File: config.mk
export PLATFORM = sky130hd
export DESIGN_NAME = axi_rd_router
export DESIGN_NICKNAME = d
export VERILOG_FILES = /design/src/logic/router_pkg.sv /design/src/logic/ar_fifo.sv /design/src/logic/rd_route_ctrl.sv /design/src/logic/ar_demux.sv /design/src/logic/r_mux.sv /design/src/logic/rd_decerr_slave.sv /design/src/logic/axi_rd_router.sv
export SDC_FILE = /design/constraint.sdc
export NUM_CORES = 1
export LEC_CHECK = 0
export BUFFER_PORTS_ARGS = -buffer_cell sky130_fd_sc_hd__buf_4
export CORE_UTILIZATION = 50
export DETAILED_ROUTE_END_ITERATION = 12
export PLACE_DENSITY_LB_ADDON = 0.1
export RECOVER_POWER = 100
export SYNTH_ARGS = -nofsm -noshare
export SYNTH_HDL_FRONTEND = slang
export SYNTH_SLANG_ARGS = --single-unit
export TNS_END_PERCENT = 10
File: constraint.sdc
create_clock -name ACLK -period 4.6 [get_ports ACLK]
set_clock_uncertainty 0.05 [all_clocks]
set_input_delay 0.46 -clock ACLK [delete_from_list [all_inputs] [get_ports ACLK]]
set_output_delay 0.46 -clock ACLK [all_outputs]
set_load 0.02 [all_outputs]
File: src/logic/router_pkg.sv
package router_pkg;

    // ============================================================
    // Bus widths and address map
    // ============================================================
    localparam int ADDR_W      = 8;
    localparam int DATA_W      = 32;
    localparam int ID_W        = 2;
    localparam int LEN_W       = 8;
    localparam int SIZE_W      = 3;
    localparam int BURST_W     = 2;
    localparam int RESP_W      = 2;

    localparam int NUM_SLAVES  = 2;
    localparam int REGION_BITS = 2;
    // Last port is the decode-error responder
    localparam int NUM_PORTS   = NUM_SLAVES + 1;

    localparam int FIFO_DEPTH  = 8;
    localparam int FIFO_PTR_W  = $clog2(FIFO_DEPTH);
    localparam int FIFO_CNT_W  = $clog2(FIFO_DEPTH + 1);

    localparam logic [RESP_W-1:0] RESP_OKAY   = 2'b00;
    localparam logic [RESP_W-1:0] RESP_DECERR = 2'b11;

    // AR word layout, address at bit 0
    localparam int AR_ADDR_LSB  = 0;
    localparam int AR_BURST_LSB = AR_ADDR_LSB + ADDR_W;
    localparam int AR_SIZE_LSB  = AR_BURST_LSB + BURST_W;
    localparam int AR_LEN_LSB   = AR_SIZE_LSB + SIZE_W;
    localparam int AR_ID_LSB    = AR_LEN_LSB + LEN_W;
    localparam int AR_W         = AR_ID_LSB + ID_W;

    // R beat layout, last at bit 0
    localparam int R_LAST_BIT   = 0;
    localparam int R_RESP_LSB   = R_LAST_BIT + 1;
    localparam int R_DATA_LSB   = R_RESP_LSB + RESP_W;
    localparam int R_ID_LSB     = R_DATA_LSB + DATA_W;
    localparam int R_W          = R_ID_LSB + ID_W;

    // ============================================================
    // Types
    // ============================================================
    typedef logic [ADDR_W-1:0]      addr_t;
    typedef logic [DATA_W-1:0]      data_t;
    typedef logic [ID_W-1:0]        id_t;
    typedef logic [LEN_W-1:0]       len_t;
    typedef logic [SIZE_W-1:0]      size_t;
    typedef logic [BURST_W-1:0]     burst_t;
    typedef logic [RESP_W-1:0]      resp_t;
    typedef logic [REGION_BITS-1:0] region_t;

    typedef logic [AR_W-1:0]        ar_chan_t;
    typedef logic [R_W-1:0]         r_chan_t;
    typedef logic [NUM_PORTS-1:0]   port_sel_t;

    typedef enum logic [1:0] {RT_IDLE, RT_ADDR, RT_DATA} route_state_t;
    typedef enum logic {DE_IDLE, DE_RESP} decerr_state_t;

endpackage

File: src/logic/ar_fifo.sv
`timescale 1ns/1ps

module ar_fifo (
    input  logic                 ACLK,
    input  logic                 ARESETN,
    input  logic                 wr_valid_i,
    output logic                 wr_ready_o,
    input  router_pkg::ar_chan_t wr_data_i,
    output logic                 rd_valid_o,
    input  logic                 rd_ready_i,
    output router_pkg::ar_chan_t rd_data_o
);
    import router_pkg::*;

    ar_chan_t              mem [FIFO_DEPTH];
    logic [FIFO_PTR_W-1:0] wr_ptr;
    logic [FIFO_PTR_W-1:0] rd_ptr;
    logic [FIFO_CNT_W-1:0] count;
    logic                  out_free;
    logic                  push;
    logic                  load_buf;
    logic                  bypass;
    logic                  buf_wr;

    function automatic logic [FIFO_PTR_W-1:0] next_ptr(input logic [FIFO_PTR_W-1:0] ptr);
        if (ptr == FIFO_PTR_W'(FIFO_DEPTH - 1)) begin
            return '0;
        end
        return ptr + 1'b1;
    endfunction

    assign wr_ready_o = (count != FIFO_CNT_W'(FIFO_DEPTH));
    assign push       = wr_valid_i && wr_ready_o;
    // Output register can take a new word this cycle
    assign out_free   = !rd_valid_o || rd_ready_i;
    assign load_buf   = out_free && (count != '0);
    // Empty buffer, so the word goes straight to the head register
    assign bypass     = out_free && (count == '0) && push;
    assign buf_wr     = push && !bypass;

    always_ff @(posedge ACLK or negedge ARESETN) begin
        if (!ARESETN) begin
            wr_ptr     <= '0;
            rd_ptr     <= '0;
            count      <= '0;
            rd_valid_o <= 1'b0;
        end else begin
            if (buf_wr) begin
                wr_ptr <= next_ptr(wr_ptr);
            end
            if (load_buf) begin
                rd_ptr <= next_ptr(rd_ptr);
            end
            case ({buf_wr, load_buf})
                2'b10:   count <= count + 1'b1;
                2'b01:   count <= count - 1'b1;
                default: count <= count;
            endcase
            if (load_buf || bypass) begin
                rd_valid_o <= 1'b1;
            end else if (rd_ready_i) begin
                rd_valid_o <= 1'b0;
            end
        end
    end

    // Storage and head payload
    always_ff @(posedge ACLK) begin
        if (buf_wr) begin
            mem[wr_ptr] <= wr_data_i;
        end
        if (load_buf) begin
            rd_data_o <= mem[rd_ptr];
        end else if (bypass) begin
            rd_data_o <= wr_data_i;
        end
    end

endmodule

File: src/logic/rd_route_ctrl.sv
`timescale 1ns/1ps

module rd_route_ctrl (
    input  logic                  ACLK,
    input  logic                  ARESETN,
    input  logic                  head_valid_i,
    input  router_pkg::ar_chan_t  head_data_i,
    input  logic                  head_pop_i,
    input  logic                  r_last_done_i,
    output router_pkg::port_sel_t ar_sel_o,
    output router_pkg::port_sel_t r_sel_o
);
    import router_pkg::*;

    route_state_t state;
    port_sel_t    sel_q;
    port_sel_t    dec_sel;
    region_t      region;

    // Region taken from the top address bits
    assign region = head_data_i[AR_ADDR_LSB + ADDR_W - 1 -: REGION_BITS];

    always_comb begin
        dec_sel = '0;
        if (region < NUM_SLAVES) begin
            dec_sel[region] = 1'b1;
        end else begin
            // Unmapped, send to the error responder
            dec_sel[NUM_PORTS-1] = 1'b1;
        end
    end

    always_ff @(posedge ACLK or negedge ARESETN) begin
        if (!ARESETN) begin
            state <= RT_IDLE;
            sel_q <= '0;
        end else begin
            case (state)
                RT_IDLE: begin
                    if (head_valid_i) begin
                        sel_q <= dec_sel;
                        state <= RT_ADDR;
                    end
                end
                RT_ADDR: begin
                    if (head_pop_i) begin
                        state <= RT_DATA;
                    end
                end
                RT_DATA: begin
                    if (r_last_done_i) begin
                        state <= RT_IDLE;
                        sel_q <= '0;
                    end
                end
                default: begin
                    state <= RT_IDLE;
                end
            endcase
        end
    end

    // Address path open only until the head is taken
    assign ar_sel_o = (state == RT_ADDR) ? sel_q : '0;
    assign r_sel_o  = (state != RT_IDLE) ? sel_q : '0;

endmodule

File: src/logic/ar_demux.sv
`timescale 1ns/1ps

module ar_demux (
    input  router_pkg::port_sel_t                  sel_i,
    input  logic                                   s_valid_i,
    output logic                                   s_ready_o,
    input  router_pkg::ar_chan_t                   s_data_i,
    output logic [router_pkg::NUM_PORTS-1:0]       m_valid_o,
    input  logic [router_pkg::NUM_PORTS-1:0]       m_ready_i,
    output router_pkg::ar_chan_t                   m_data_o [router_pkg::NUM_PORTS]
);
    import router_pkg::*;

    // Valid goes to the selected port only
    assign m_valid_o = sel_i & {NUM_PORTS{s_valid_i}};

    // No selection gives ready low
    assign s_ready_o = |(sel_i & m_ready_i);

    // Same word offered on every port
    always_comb begin
        for (int i = 0; i < NUM_PORTS; i++) begin
            m_data_o[i] = s_data_i;
        end
    end

endmodule

File: src/logic/r_mux.sv
`timescale 1ns/1ps

module r_mux (
    input  router_pkg::port_sel_t            sel_i,
    input  logic [router_pkg::NUM_PORTS-1:0] s_valid_i,
    output logic [router_pkg::NUM_PORTS-1:0] s_ready_o,
    input  router_pkg::r_chan_t              s_data_i [router_pkg::NUM_PORTS],
    output logic                             m_valid_o,
    input  logic                             m_ready_i,
    output router_pkg::r_chan_t              m_data_o
);
    import router_pkg::*;

    // Beat from the selected port, idle otherwise
    always_comb begin
        m_valid_o = 1'b0;
        m_data_o  = '0;
        for (int i = 0; i < NUM_PORTS; i++) begin
            if (sel_i[i]) begin
                m_valid_o = s_valid_i[i];
                m_data_o  = s_data_i[i];
            end
        end
    end

    // Master ready returned to the selected port only
    assign s_ready_o = sel_i & {NUM_PORTS{m_ready_i}};

endmodule

File: src/logic/rd_decerr_slave.sv
`timescale 1ns/1ps

module rd_decerr_slave (
    input  logic                 ACLK,
    input  logic                 ARESETN,
    input  logic                 ar_valid_i,
    output logic                 ar_ready_o,
    input  router_pkg::ar_chan_t ar_data_i,
    output logic                 r_valid_o,
    input  logic                 r_ready_i,
    output router_pkg::r_chan_t  r_data_o
);
    import router_pkg::*;

    decerr_state_t state;
    id_t           id_q;
    len_t          len_q;
    len_t          beat_cnt;
    logic          last_beat;

    assign ar_ready_o = (state == DE_IDLE);
    assign r_valid_o  = (state == DE_RESP);
    assign last_beat  = (beat_cnt == len_q);

    // Zero data, decode error, last on the final beat
    assign r_data_o = {id_q, {DATA_W{1'b0}}, RESP_DECERR, last_beat};

    always_ff @(posedge ACLK or negedge ARESETN) begin
        if (!ARESETN) begin
            state    <= DE_IDLE;
            beat_cnt <= '0;
        end else begin
            case (state)
                DE_IDLE: begin
                    if (ar_valid_i) begin
                        beat_cnt <= '0;
                        state    <= DE_RESP;
                    end
                end
                DE_RESP: begin
                    if (r_ready_i) begin
                        if (last_beat) begin
                            state <= DE_IDLE;
                        end else begin
                            beat_cnt <= beat_cnt + 1'b1;
                        end
                    end
                end
                default: begin
                    state <= DE_IDLE;
                end
            endcase
        end
    end

    // Captured request fields
    always_ff @(posedge ACLK) begin
        if (ar_valid_i && ar_ready_o) begin
            id_q  <= ar_data_i[AR_ID_LSB +: ID_W];
            len_q <= ar_data_i[AR_LEN_LSB +: LEN_W];
        end
    end

endmodule

File: src/logic/axi_rd_router.sv
`timescale 1ns/1ps

module axi_rd_router (
    input  logic                              ACLK,
    input  logic                              ARESETN,
    // ============================================================
    // Master read address channel
    // ============================================================
    input  router_pkg::id_t                   s_axi_arid_i,
    input  router_pkg::addr_t                 s_axi_araddr_i,
    input  router_pkg::len_t                  s_axi_arlen_i,
    input  router_pkg::size_t                 s_axi_arsize_i,
    input  router_pkg::burst_t                s_axi_arburst_i,
    input  logic                              s_axi_arvalid_i,
    output logic                              s_axi_arready_o,
    // ============================================================
    // Master read data channel
    // ============================================================
    output router_pkg::id_t                   s_axi_rid_o,
    output router_pkg::data_t                 s_axi_rdata_o,
    output router_pkg::resp_t                 s_axi_rresp_o,
    output logic                              s_axi_rlast_o,
    output logic                              s_axi_rvalid_o,
    input  logic                              s_axi_rready_i,
    // ============================================================
    // Downstream read ports
    // ============================================================
    output router_pkg::ar_chan_t              m_ar_data_o [router_pkg::NUM_SLAVES],
    output logic [router_pkg::NUM_SLAVES-1:0] m_ar_valid_o,
    input  logic [router_pkg::NUM_SLAVES-1:0] m_ar_ready_i,
    input  router_pkg::r_chan_t               m_r_data_i [router_pkg::NUM_SLAVES],
    input  logic [router_pkg::NUM_SLAVES-1:0] m_r_valid_i,
    output logic [router_pkg::NUM_SLAVES-1:0] m_r_ready_o
);
    import router_pkg::*;

    ar_chan_t  ar_word;
    ar_chan_t  head_data;
    logic      head_valid;
    logic      head_ready;
    logic      head_pop;
    logic      r_last_done;
    port_sel_t ar_sel;
    port_sel_t r_sel;
    r_chan_t   r_beat;

    // Per-port channels, error responder on the top index
    wire [NUM_PORTS-1:0] ar_valid;
    wire [NUM_PORTS-1:0] ar_ready;
    wire [NUM_PORTS-1:0] r_valid;
    wire [NUM_PORTS-1:0] r_ready;
    wire ar_chan_t       ar_data [NUM_PORTS];
    wire r_chan_t        r_data [NUM_PORTS];

    assign ar_word = {s_axi_arid_i, s_axi_arlen_i, s_axi_arsize_i,
                      s_axi_arburst_i, s_axi_araddr_i};

    assign head_pop    = head_valid && head_ready;
    assign r_last_done = s_axi_rvalid_o && s_axi_rready_i && s_axi_rlast_o;

    assign s_axi_rid_o   = r_beat[R_ID_LSB +: ID_W];
    assign s_axi_rdata_o = r_beat[R_DATA_LSB +: DATA_W];
    assign s_axi_rresp_o = r_beat[R_RESP_LSB +: RESP_W];
    assign s_axi_rlast_o = r_beat[R_LAST_BIT];

    assign m_ar_valid_o              = ar_valid[NUM_SLAVES-1:0];
    assign ar_ready[NUM_SLAVES-1:0]  = m_ar_ready_i;
    assign r_valid[NUM_SLAVES-1:0]   = m_r_valid_i;
    assign m_r_ready_o               = r_ready[NUM_SLAVES-1:0];

    for (genvar i = 0; i < NUM_SLAVES; i++) begin : g_port
        assign m_ar_data_o[i] = ar_data[i];
        assign r_data[i]      = m_r_data_i[i];
    end

    ar_fifo ar_fifo_inst (
        .ACLK      (ACLK),
        .ARESETN   (ARESETN),
        .wr_valid_i(s_axi_arvalid_i),
        .wr_ready_o(s_axi_arready_o),
        .wr_data_i (ar_word),
        .rd_valid_o(head_valid),
        .rd_ready_i(head_ready),
        .rd_data_o (head_data)
    );

    rd_route_ctrl rd_route_ctrl_inst (
        .ACLK         (ACLK),
        .ARESETN      (ARESETN),
        .head_valid_i (head_valid),
        .head_data_i  (head_data),
        .head_pop_i   (head_pop),
        .r_last_done_i(r_last_done),
        .ar_sel_o     (ar_sel),
        .r_sel_o      (r_sel)
    );

    ar_demux ar_demux_inst (
        .sel_i    (ar_sel),
        .s_valid_i(head_valid),
        .s_ready_o(head_ready),
        .s_data_i (head_data),
        .m_valid_o(ar_valid),
        .m_ready_i(ar_ready),
        .m_data_o (ar_data)
    );

    r_mux r_mux_inst (
        .sel_i    (r_sel),
        .s_valid_i(r_valid),
        .s_ready_o(r_ready),
        .s_data_i (r_data),
        .m_valid_o(s_axi_rvalid_o),
        .m_ready_i(s_axi_rready_i),
        .m_data_o (r_beat)
    );

    rd_decerr_slave rd_decerr_slave_inst (
        .ACLK      (ACLK),
        .ARESETN   (ARESETN),
        .ar_valid_i(ar_valid[NUM_PORTS-1]),
        .ar_ready_o(ar_ready[NUM_PORTS-1]),
        .ar_data_i (ar_data[NUM_PORTS-1]),
        .r_valid_o (r_valid[NUM_PORTS-1]),
        .r_ready_i (r_ready[NUM_PORTS-1]),
        .r_data_o  (r_data[NUM_PORTS-1])
    );

endmodule

==> results.rst, run 1 <==
.. list-table::
   :header-rows: 1

   * - Metric
     - Value
   * - Status
     - finished with violations
   * - Violations in the final reports
     - max-capacitance violations, max-slew violations
   * - Root cell of the clock tree
     - clkbuf_16
   * - Detailed-placement wirelength estimate
     - 15600 um
   * - H-tree level count
     - 1
   * - Clk Latency, worst-skew pair
     - 0.51 ns
   * - Share of the synthesized area in compound gates (AO/OA/AOI/OAI)
     - 5.24%
   * - Post-synthesis register bit count
     - 242
   * - Overall Global Routing Usage
     - 21.9%
   * - Cell Pwr Density
     - 648 nW/um^2
   * - Starting density of the core
     - 51.6%
   * - Synthesized area per cell
     - 17.3 sq um
   * - Number of synthesized flops with an enable pin
     - 217
   * - Achievable Freq
     - 261 MHz
   * - Start-to-end type of the worst setup path
     - flop to flop
   * - Final clock period utilization by the worst path
     - 83.4%
   * - Total setup violations reported at the end of the flow
     - 0
   * - Top post-synthesis cells by count
     - edfxtp_1, mux4_2, mux2_2, nor2_1, a22oi_1
   * - Synth warn
     - 0
   * - Portion of the post-synthesis area used by sequential elements
     - 67.7%
   * - Post-synthesis cell area
     - 10600 sq um
   * - Share of cell area taken by muxes after synthesis
     - 16.6%
   * - Die height
     - 147 um
   * - Nature of the critical path startpoint
     - flop
   * - Top cell type's share of synthesized area
     - 61.8%
   * - Max cap viols
     - 6
   * - Top flip-flop cell by instance count after synthesis
     - edfxtp_1
   * - Clock tree from TritonCTS
     - done
   * - Sum of overflow across all layers after global routing
     - 0
   * - Wire length of the first global-routing pass
     - 35900 um
   * - Required time of the critical path
     - 4.64 ns
   * - Drt drc
     - 0
   * - Fraction of final layout cells sized beyond drive strength 1
     - 28.1%
   * - Crit end category
     - flop
   * - Reg-to-reg setup timing slack
     - 0.76 ns
   * - Detailed Routing Iterations Pass 1
     - 5
   * - Post-detailed-placement cell area
     - 12200 sq um
   * - Post-layout minimum cycle time
     - 3.84 ns
   * - Unrepaired setup endpoints after global routing
     - no
   * - Synth Net Count
     - 722
   * - Via density
     - 5.73
   * - Post-synthesis adder-cell area fraction
     - 0.949%
   * - Nets
     - 907
   * - Width of the die
     - 147 um
   * - Post-route setup TNS
     - 0 ns
   * - Cell area after layout
     - 12500 sq um
   * - Count of standard-cell rows
     - 52
   * - Share of synthesized registers carrying an async set or reset
     - 10.3%
   * - Total length of routed wires
     - 24000 um
   * - Worst IR Drop VDD
     - 0.421 mV
   * - Core Util, Final
     - 61.0%
   * - Worst stage delay on the critical path
     - 1.36 ns
   * - Number of CTS-inserted buffers
     - 25
   * - Number of buffers and inverters on the critical path
     - 1
   * - Core Box Area
     - 20400 sq um
   * - Critical Path AT
     - 3.88 ns
   * - Clk sinks
     - 242
   * - Share of the synthesized netlist area taken by xor and xnor gates
     - 1.08%
   * - Top-level port count
     - 194
   * - Pin count of the biggest net entering global routing
     - 38
   * - RD Place Congestion
     - 0.896
   * - Area overhead of the layout relative to synthesis
     - 18.0%
   * - Number of pins exceeding their max-slew limit in the final report
     - 148
   * - Clock-pin transition on the worst setup and hold timing paths
     - 0.06 ns
   * - Number of buffers inserted by port buffering
     - 193
   * - Number of distinct library cell variants in the gate-level netlist after synthesis
     - 52
   * - Hold Violations, Final
     - 0
   * - DR WL/cell
     - 22.2 um
   * - Most instantiated library cell after synthesis
     - edfxtp_1
   * - Post-CTS repair timing setup buffer count
     - 0
   * - Headroom to the max-slew limit
     - -99.5%
   * - Worst path cell trace
     - and2_0 -> o311ai_4 -> a22oi_1 -> nor4b_2 -> clkbuf_1
   * - Maximum buffer depth of the clock tree
     - 3
   * - Post-route ant nets
     - 0
   * - Number of antenna repair diodes
     - 0
   * - Top post-synthesis cells by area
     - edfxtp_1, mux4_2, dfrtp_1
   * - Filler Cell Count
     - 1596
   * - Die Outline Area
     - 21700 sq um
   * - Via total after detailed routing
     - 6203
   * - Initial antenna violation count
     - 0
   * - Family of cells with the greatest summed delay on the critical path
     - buffers and inverters
   * - Library cell contributing the largest single delay on the critical path
     - clkbuf_1
   * - Largest family of logic cells by synthesized area
     - multiplexers
   * - Transition time at the pin with the least slew margin
     - 2.99 ns
   * - Crit-path max FO
     - 23
   * - Cell count after synthesis
     - 609
   * - Biggest area consumer among synthesized cells
     - edfxtp_1
   * - Type of the tightest min-delay check
     - input pin to flop
   * - Number of global-route vias before repair
     - 6300
   * - Final Total Pwr
     - 8070 uW
   * - Leakage component of the power
     - 0.00432 uW
   * - Violation count after the first detailed-routing iteration
     - 339
   * - Simple-gate share of the synthesized area
     - 5.05%
## per-layer routing
| layer | global-route usage [%] | routed length [um] | vias to the layer above |
|---|---|---|---|
| met2 | 38.4 | 12200 | 226 |
| met3 | 3.20 | 1300 | 41 |
| met5 | 0 | 0 | - |
| met1 | 27.8 | 9880 | 3166 |
| met4 | 7.78 | 645 | 0 |
| li1 | - | - | 2770 |
## worst paths after layout
check                                       startpoint                               end  depth (start not counted)
min in group asynchronous                      ARESETN  rd_decerr_slave_inst.beat_cnt[7]                          2
hold reg to reg             ar_fifo_inst.rd_data_o[17]     rd_decerr_slave_inst.len_q[4]                          0
setup reg to reg           rd_route_ctrl_inst.sel_q[1]           ar_fifo_inst.mem[5][11]                          5
max in group asynchronous                      ARESETN            ar_fifo_inst.rd_ptr[2]                          2
hold / removal                         s_axi_arvalid_i           ar_fifo_inst.rd_valid_o                          3
setup / recovery           rd_route_ctrl_inst.sel_q[1]           ar_fifo_inst.mem[5][11]                          5
## state kept, by name (all words and copies together), names as in the netlist
| name | cells |
|---|---|
| ar_fifo_inst.mem | 184 |
| ar_fifo_inst.rd_data_o | 23 |
| rd_decerr_slave_inst.beat_cnt | 8 |
| rd_decerr_slave_inst.len_q | 8 |
| ar_fifo_inst.count | 4 |
| ar_fifo_inst.rd_ptr | 3 |
| ar_fifo_inst.wr_ptr | 3 |
| rd_route_ctrl_inst.sel_q | 3 |
| rd_decerr_slave_inst.id_q | 2 |
| rd_route_ctrl_inst.state | 2 |
| ar_fifo_inst.rd_valid_o | 1 |
| rd_decerr_slave_inst.r_valid_o | 1 |
## what timing repair did
item,4_1_cts,5_1_grt
setup endpoints to repair,0,0
hold buffers,1,0
gates resized for setup,0,0
endpoints found under the hold margin,25,0
## power breakdown
group | switching (uW) | internal [uW]
Clock | 765 | 1050
Combinational | 1610 | 1250
Sequential | 421 | 2970
## stage by stage
stage / setup WS, ns / hold WS (ns) / instances
final: 0.765 / 0.134 / 1082
after detailed placement: 1.45 / 0.339 / 1036
after CTS: 1.39 / 0.128 / 1082
after global routing: 0.595 / 0.142 / 1082
after floorplan: 0.304 / 0.114 / 609
after global placement: 1.47 / 0.333 / 1036
## placed cells by master (no fill, tap or decap), types with 4 or more instances in the layout
cell / netlist / final
nor3_2: 1 / 4
clkbuf_1: 15 / 127
mux2i_1: 8 / 8
a22oi_1: 36 / 37
xnor2_1: 9 / 9
and3b_1: 4 / 4
xor2_1: 4 / 4
ha_1: 8 / 8
dfrtp_1: 25 / 24
edfxtp_1: 217 / 217
mux2_1: 1 / 8
clkinv_2: 0 / 5
nor3_1: 8 / 4
nor2_1: 43 / 43
a21oi_1: 8 / 8
inv_1: 6 / 6
mux4_2: 46 / 46
mux2_2: 43 / 43
o21ai_0: 11 / 11
nand2_1: 19 / 19
clkbuf_16: 0 / 25
buf_4: 24 / 92
## worst min-delay path, delay by kind of cell
family                 cells  cell delay [ns]
and+or+nand+nor            2             0.11
buffers and inverters      1             0.09
## area by class of cell
type                       instances  area (sq um)  share of cell area [%]
clock inverter                     8          36.3                   0.291
multi-input combinational        307          3050                    24.5
tap                              270           338                    2.71
timing repair buffer             212          1160                    9.34
inverter                           6          22.5                   0.181
sequential                       242          7140                    57.4
clock buffer                      37           701                    5.63
## cells by family after synthesis
| logic type | Yosys count |
|---|---|
| compound gates | 73 |
| xor+xnor | 13 |
| fa+ha+maj | 8 |
| buf+inv | 60 |
| flops | 242 |
| mux | 107 |
| simple gates | 106 |
Power figures use the tool's default switching activity.
==> inputs of run 2 (changes only) <==
--- a/config.mk
+++ b/config.mk
@@ -5,6 +5,7 @@
 export SDC_FILE = /design/constraint.sdc
 export NUM_CORES = 1
 export LEC_CHECK = 0
+export ABC_AREA = 1
 export BUFFER_PORTS_ARGS = -buffer_cell sky130_fd_sc_hd__buf_4
 export CORE_UTILIZATION = 50
 export DETAILED_ROUTE_END_ITERATION = 12
==> constraint.sdc (replaced) <==
create_clock -name ACLK -period 3.69 [get_ports ACLK]
set_clock_uncertainty 0.05 [all_clocks]
set_input_delay 0.369 -clock ACLK [delete_from_list [all_inputs] [get_ports ACLK]]
set_output_delay 0.369 -clock ACLK [all_outputs]
set_load 0.02 [all_outputs]
==> results.rst, run 2 <==
.. list-table::
   :header-rows: 1

   * - Metric
     - Value
   * - Filler Cell Count
     - 1876 (+18%)
   * - Top flip-flop cell by instance count after synthesis
     - edfxtp_1
   * - Type of the tightest min-delay check
     - input pin to flop
   * - DR WL/cell
     - 19.0 um (-14%)
   * - Top post-synthesis cells by count
     - edfxtp_1, nand2_1, nor2_1
   * - Post-layout minimum cycle time
     - 3.03 ns
   * - Clock-pin transition on the worst setup and hold timing paths
     - 0.06 ns (about the same)
   * - Worst path cell trace
     - nor2_1 -> nor2_1 -> nand2_1 -> clkinv_1 -> clkbuf_2 -> nand2_1 -> a21oi_1 -> clkbuf_1
   * - Via total after detailed routing
     - 7738 (+25%)
   * - Root cell of the clock tree
     - clkbuf_16
   * - Number of distinct library cell variants in the gate-level netlist after synthesis
     - 30 (-42%)
   * - Library cell contributing the largest single delay on the critical path
     - clkbuf_2
   * - Worst IR Drop VDD
     - 0.449 mV (+6.6%)
   * - Clock tree from TritonCTS
     - done
   * - Worst stage delay on the critical path
     - 0.55 ns (-0.81 ns)
   * - Most instantiated library cell after synthesis
     - edfxtp_1
   * - Detailed-placement wirelength estimate
     - 18400 um (+18%)
   * - Cell count after synthesis
     - 959 (+57%)
   * - Number of buffers inserted by port buffering
     - 193 (unchanged)
   * - Initial antenna violation count
     - 0 (unchanged)
   * - Total setup violations reported at the end of the flow
     - 0 (unchanged)
   * - Crit-path max FO
     - 36 (+57%)
   * - Top cell type's share of synthesized area
     - 61.2% (-0.55 points)
   * - Pin count of the biggest net entering global routing
     - 66 (+74%)
   * - Synth Net Count
     - 1072 (+48%)
   * - Synthesized area per cell
     - 11.1 sq um (-36%)
   * - Post-synthesis register bit count
     - 242 (unchanged)
   * - Nets
     - 1245 (+37%)
   * - Nature of the critical path startpoint
     - flop
   * - Crit end category
     - output port
   * - Clk sinks
     - 242 (unchanged)
   * - Clk Latency, worst-skew pair
     - 0.51 ns (about the same)
   * - Die height
     - 148 um (+0.44%)
   * - Wire length of the first global-routing pass
     - 40800 um (+14%)
   * - Required time of the critical path
     - 3.27 ns (-1.37 ns)
   * - Violation count after the first detailed-routing iteration
     - 529 (+56%)
   * - Start-to-end type of the worst setup path
     - flop to output port
   * - Die Outline Area
     - 21900 sq um (+0.88%)
   * - Headroom to the max-slew limit
     - -13.9% (+86 points)
   * - Most used cells in the layout excluding fill and tap cells
     - edfxtp_1, nand2_1, nor2_1, clkbuf_1, o21ai_0
   * - Synth warn
     - 0 (unchanged)
   * - Biggest area consumer among synthesized cells
     - edfxtp_1
   * - Number of global-route vias before repair
     - 7212 (+14%)
   * - Status
     - finished with violations
   * - Sum of overflow across all layers after global routing
     - 0 (unchanged)
   * - RD Place Congestion
     - 0.934 (+4.2%)
   * - Number of flip-flops under the largest register name
     - 184 (unchanged)
   * - Cell Pwr Density
     - 773 nW/um^2 (+19%)
   * - Top flop regs
     - ar_fifo_inst.mem (184), ar_fifo_inst.rd_data_o (23)
   * - Number of pins exceeding their max-slew limit in the final report
     - 24 (-84%)
   * - Count of standard-cell rows
     - 53 (+1.9%)
   * - Post-synthesis cell area
     - 10600 sq um (+0.90%)
   * - Unrepaired setup endpoints after global routing
     - no
   * - Maximum buffer depth of the clock tree
     - 3 (unchanged)
   * - Area overhead of the layout relative to synthesis
     - 17.7%
   * - Post-CTS resize count
     - 0 (unchanged)
   * - Achievable Freq
     - 330 MHz
   * - Detailed Routing Iterations Pass 1
     - 5 (unchanged)
   * - Post-route ant nets
     - 0 (unchanged)
   * - Top-level port count
     - 194 (unchanged)
   * - Leakage component of the power
     - 0.00454 uW (+5.1%)
   * - Non-filler cells, final
     - 1423 (+32%)
   * - Number of CTS-inserted buffers
     - 25 (unchanged)
   * - Via density
     - 5.44 (-5.1%)
   * - Starting density of the core
     - 50.8% (-0.84 points)
   * - Post-route setup TNS
     - 0 ns (unchanged)
   * - Width of the die
     - 148 um (+0.44%)
   * - Drt drc
     - 0 (unchanged)
   * - Transition time at the pin with the least slew margin
     - 1.71 ns (-1.28 ns)
   * - Share of synthesized registers carrying an async set or reset
     - 10.3% (unchanged)
   * - Biggest register
     - ar_fifo_inst.mem
   * - Placed cells
     - 1379 (+33%)
   * - Core Box Area
     - 21000 sq um (+2.6%)
   * - Number of synthesized flops with an enable pin
     - 217 (unchanged)
   * - Critical Path AT
     - 2.61 ns (-1.27 ns)
   * - Violations in the final reports
     - max-capacitance violations, max-slew violations
   * - Most frequent standard cell in the layout excluding fill and tap cells
     - edfxtp_1
   * - Overall Global Routing Usage
     - 24.6% (+2.7 points)
   * - Final clock period utilization by the worst path
     - 82.2%
   * - Post-CTS repair timing setup buffer count
     - 0 (unchanged)
   * - Portion of the post-synthesis area used by sequential elements
     - 67.1% (-0.60 points)
   * - Number of antenna repair diodes
     - 0 (unchanged)
   * - Top post-synthesis cells by area
     - edfxtp_1, nand2_1, dfrtp_1
   * - Fraction of final layout cells sized beyond drive strength 1
     - 13.2% (-15 points)
   * - H-tree level count
     - 1 (unchanged)
   * - Hold Violations, Final
     - 0 (unchanged)
   * - Max cap viols
     - 1 (-5)
   * - Total length of routed wires
     - 27100 um (+13%)
## run 2: changes by cell type in the layout (fill, tap and decap cells not counted), moves of 8 or more
cell / delta
a21oi_1: +29
mux2_1: -8
clkbuf_1: -9
nand3_1: +18
mux2_2: -43
mux4_2: -46
a31oi_1: +24
nor2_1: +92
o21ai_0: +96
nand2_1: +168
a22oi_1: -37
inv_1: +30
mux2i_1: +15
o22ai_1: +23
## run 2: kinds of logic (layout without fill, tap and decap cells)
kind of cell / Yosys count / after routing / share of synthesized area (%)
xor gates and xnor gates: 8 / 8 / 0.658
DFF: 242 / 242 / 67.1
muxes: 23 / 23 / 2.16
AOI/OAI and AO/OA: 199 / 199 / 10.0
adders and majority gates: 8 / 8 / 0.940
and+or+nand+nor: 367 / 367 / 14.0
buffers and inverters: 112 / 301 / 5.14
## run 2: power breakdown
part / switching, uW / internal [uW] / leakage (uW)
Clock: 946 / 1310 / 0.000364
Sequential: 277 / 3560 / 0.00228
Combinational: 2550 / 1030 / 0.00190
## run 2: worst max-delay path, delay by kind of cell (launching register included)
| kind | cells | cell delay, ns |
|---|---|---|
| buffers and inverters | 3 | 0.88 |
| AND/OR/NAND/NOR | 4 | 0.62 |
| flip-flops | 1 | 0.41 |
| AO/OA/AOI/OAI | 1 | 0.20 |
## run 2: worst paths after layout
check,startpoint,endpoint,slack [ns],cells after the start
max in group asynchronous,ARESETN,ar_fifo_inst.rd_ptr[0],1.92,2
min reg2reg,ar_fifo_inst.rd_data_o[14],rd_decerr_slave_inst.len_q[1],0.44,0
min in group asynchronous,ARESETN,rd_decerr_slave_inst.beat_cnt[1],0.70,2
min,s_axi_arvalid_i,ar_fifo_inst.rd_valid_o,0.07,3
max,rd_route_ctrl_inst.state[1],s_axi_rdata_o[30],0.66,8
max reg2reg,rd_decerr_slave_inst.r_valid_o,ar_fifo_inst.mem[1][12],0.69,9
## run 2: stage by stage
stage | total power [uW] | util, % | hold slack [ns] | setup WS [ns] | instance area, sq um
global route | 10300 | 59.8 | 0.0811 | 0.395 | 12500
floorplan | 6390 | - | 0.0234 | 1.04 | 10600
CTS | 10100 | 62.1 | 0.0636 | 0.828 | 13000
detailed placement | 7800 | 58.5 | 0.256 | 0.988 | 12300
finish | 9680 | 59.8 | 0.0719 | 0.658 | 12500
global placement | 7750 | 58.5 | 0.255 | 1.08 | 12300
## run 2: layout make-up
cell class | count | area [sq um] | area share [%]
Clock buffer | 34 | 699 | 5.58
Inverter | 41 | 154 | 1.23
Tap cell | 275 | 344 | 2.75
Multi-Input combinational cell | 605 | 2950 | 23.5
Sequential cell | 242 | 7140 | 57.0
Timing Repair Buffer | 217 | 1200 | 9.60
Clock inverter | 9 | 37.5 | 0.300
## run 2: metal layers
| layer | share of wire, % | up-vias | GRT usage, % |
|---|---|---|---|
| met3 | 7.0 | 43 | 3.49 |
| met1 | 39 | 3693 | 30.4 |
| met5 | 0 | - | 0 |
| met4 | 2.3 | 0 | 7.68 |
| li1 | - | 3686 | - |
| met2 | 52 | 316 | 44.6 |
## run 2: timing repair
action / CTS / global route
setup endpoints to repair: 0 / 0
hold endpoints to repair: 25 / 0
hold buffers: 1 / 0
==> inputs of run 3 (changes only) <==
==> constraint.sdc (replaced) <==
create_clock -name ACLK -period 2.78 [get_ports ACLK]
set_clock_uncertainty 0.05 [all_clocks]
set_input_delay 0.278 -clock ACLK [delete_from_list [all_inputs] [get_ports ACLK]]
set_output_delay 0.278 -clock ACLK [all_outputs]
set_load 0.02 [all_outputs]
==> results.rst, run 3 (synthesis results as in run 2) <==
.. list-table::
   :header-rows: 1

   * - Metric
     - Value
   * - Status
     - finished clean
   * - Critical Path AT
     - 2.26 ns (-0.35 ns)
   * - Worst hold stages
     - 4 (+1)
   * - Leakage component of the power
     - 0.00482 uW (+6.3%)
   * - Hold Violations, Final
     - 0 (unchanged)
   * - Setup crit start
     - rd_route_ctrl_inst.state[1]
   * - Number of antenna repair diodes
     - 0 (unchanged)
   * - Area overhead of the layout relative to synthesis
     - 21.7%
   * - Worst flop-to-flop path startpoint
     - rd_decerr_slave_inst.r_valid_o
   * - Number of global-route vias before repair
     - 7235 (+0.32%)
   * - Number of flip-flops under the largest register name
     - 184 (unchanged)
   * - End point of the worst hold path
     - rd_decerr_slave_inst.r_valid_o
   * - Hold Crit Start
     - s_axi_rready_i
   * - Most used cells in the layout excluding fill and tap cells
     - edfxtp_1, nand2_1, nor2_1, o21ai_0, buf_4
   * - Library cell contributing the largest single delay on the critical path
     - dfrtp_1
   * - Headroom to the max-slew limit
     - 5.86% (+20 points)
   * - Type of the tightest min-delay check
     - input pin to flop
   * - Width of the die
     - 148 um (unchanged)
   * - Final clock period utilization by the worst path
     - 93.1%
   * - RD Place Congestion
     - 0.914 (-2.2%)
   * - Initial antenna violation count
     - 0 (unchanged)
   * - Total length of routed wires
     - 26400 um (-2.3%)
   * - DR WL/cell
     - 18.1 um (-4.8%)
   * - Post-route setup TNS
     - 0 ns (unchanged)
   * - Starting density of the core
     - 50.8% (unchanged)
   * - Number of buffers inserted by port buffering
     - 193 (unchanged)
   * - Reg-to-reg setup timing slack
     - 0.23 ns (-0.46 ns)
   * - Transition time at the pin with the least slew margin
     - 1.41 ns (-0.296 ns)
   * - Sum of overflow across all layers after global routing
     - 0 (unchanged)
   * - Via density
     - 5.34 (-1.8%)
   * - Die Outline Area
     - 21900 sq um (unchanged)
   * - Maximum buffer depth of the clock tree
     - 3 (unchanged)
   * - Unrepaired setup endpoints after global routing
     - no
   * - Min Hold Slack
     - 0.0572 ns (-0.0147 ns)
   * - Post-layout minimum cycle time
     - 2.59 ns
   * - Top flop regs
     - ar_fifo_inst.mem (184), ar_fifo_inst.rd_data_o (23)
   * - Clk Latency, worst-skew pair
     - 0.52 ns (about the same)
   * - Via total after detailed routing
     - 7793 (+0.71%)
   * - Wire length of the first global-routing pass
     - 40000 um (-2.0%)
   * - Post-detailed-placement cell area
     - 12300 sq um (+0.47%)
   * - Detailed Routing Iterations Pass 1
     - 5 (unchanged)
   * - Worst path cell trace
     - nor2_2 -> nor2_1 -> nand2_1 -> clkinvlp_4 -> clkbuf_2 -> nand2_1 -> a21oi_1 -> buf_2
   * - Filler Cell Count
     - 1801 (-4.0%)
   * - Core Box Area
     - 21000 sq um (unchanged)
   * - Number of CTS-inserted buffers
     - 26 (+4.0%)
   * - Cell area after layout
     - 13000 sq um (+3.4%)
   * - Biggest register
     - ar_fifo_inst.mem
   * - Nets
     - 1279 (+2.7%)
   * - Non-filler cells, final
     - 1460 (+2.6%)
   * - Library cell appearing most often on the critical path
     - nand2_1
   * - Start-to-end type of the worst setup path
     - flop to output port
   * - Violation count after the first detailed-routing iteration
     - 559 (+5.7%)
   * - Endpoint of the worst register-to-register path
     - ar_fifo_inst.mem[7][9]
   * - Overall Global Routing Usage
     - 24.2% (-0.45 points)
   * - Total setup violations reported at the end of the flow
     - 0 (unchanged)
   * - Nature of the critical path startpoint
     - flop
   * - Crit end category
     - output port
   * - Crit-path max FO
     - 14 (-61%)
   * - Clock tree from TritonCTS
     - done
   * - Detailed-placement wirelength estimate
     - 16700 um (-9.2%)
   * - Die height
     - 148 um (unchanged)
   * - Worst IR Drop VDD
     - 0.631 mV (+40%)
   * - Area of the multi-input gates
     - 2950 sq um (about the same)
   * - Post-place setup slack
     - 0.273 ns (-0.715 ns)
   * - Drt drc
     - 0 (unchanged)
   * - Count of standard-cell rows
     - 53 (unchanged)
   * - Root cell of the clock tree
     - clkbuf_16
   * - Post-route ant nets
     - 0 (unchanged)
   * - Max cap viols
     - 0 (-1)
   * - Required time of the critical path
     - 2.45 ns (-0.82 ns)
   * - Cell Pwr Density
     - 1020 nW/um^2 (+32%)
   * - Clk sinks
     - 242 (unchanged)
   * - Pin count of the biggest net entering global routing
     - 95 (+44%)
   * - Worst stage delay on the critical path
     - 0.43 ns (-0.12 ns)
   * - Top-level port count
     - 194 (unchanged)
   * - Clock-pin transition on the worst setup and hold timing paths
     - 0.06 ns (about the same)
   * - Number of cells on the worst reg-to-reg path
     - 9 (unchanged)
   * - Storage element area
     - 7140 sq um (unchanged)
   * - Most frequent standard cell in the layout excluding fill and tap cells
     - edfxtp_1
   * - H-tree level count
     - 1 (unchanged)
   * - Achievable Freq
     - 386 MHz
   * - Number of pins exceeding their max-slew limit in the final report
     - 0 (-100%)
   * - Placed cells
     - 1385 (+0.44%)
   * - Fraction of final layout cells sized beyond drive strength 1
     - 15.9% (+2.7 points)
   * - Setup ws final
     - 0.192 ns (-0.466 ns)
run 3: changes by cell type in the layout (fill, tap and decap cells not counted), sizes merged:
cell         before  now
clkinvlp          0    1
clkinv           11    7
bufinv            0    1
buf              96  112
dlygate4sd3       1   25
inv              39   41
clkbuf          154  151
run 3: worst max-delay path by stage:
| stage | to | slack, ns | cells after the start |
|---|---|---|---|
| global route | s_axi_rdata_o[4] | 0.02 | 8 |
| finish | s_axi_rdata_o[9] | 0.19 | 8 |
| detailed placement | ar_fifo_inst.count[2] | 0.27 | 14 |
| CTS | s_axi_rdata_o[9] | 0.005 | 8 |
| floorplan | ar_fifo_inst.mem[0][0] | 0.13 | 9 |
| global placement | ar_fifo_inst.count[2] | 0.34 | 14 |
run 3: critical path: cells and delay by family (launching register included):
family	cells	cell delay (ns)
AO/OA/AOI/OAI	1	0.06
flip-flops	1	0.43
AND/OR/NAND/NOR	4	0.56
buffers and inverters	3	0.69
run 3: cell type report:
class	count	area share [%]
Clock buffer	38	5.69
Multi-Input combinational cell	605	22.7
Clock inverter	9	0.579
Sequential cell	242	55.1
Tap cell	275	2.66
Timing Repair Buffer	250	12.0
Inverter	41	1.22
run 3: per-stage QoR:
step | power [uW] | utilization, %
final | 13200 | 61.8
after global routing | 14000 | 61.8
after CTS | 13600 | 63.8
after detailed placement | 10300 | 58.8
after global placement | 10200 | 58.8
after floorplan | 8480 | -
run 3: layer usage:
| metal | wire length [um] | GRT usage, % | vias up |
|---|---|---|---|
| met5 | 0 | 0 | - |
| met4 | 972 | 9.64 | 0 |
| met3 | 1680 | 4.10 | 56 |
| met1 | 10800 | 30.6 | 3723 |
| li1 | - | - | 3758 |
| met2 | 13000 | 41.4 | 256 |
run 3: power breakdown:
group	switching, uW	total (uW)	internal, uW	leakage, uW
Clock	1330	3260	1930	0.000397
Combinational	3400	4890	1500	0.00215
Sequential	319	5040	4720	0.00228
run 3: timing repair:
action / 4_1_cts / 5_1_grt
resized for setup: 0 / 1
buffers inserted: 0 / 3
hold buffers: 25 / 0
hold endpoints to repair: 210 / 0
endpoints found under the setup margin: 0 / 26
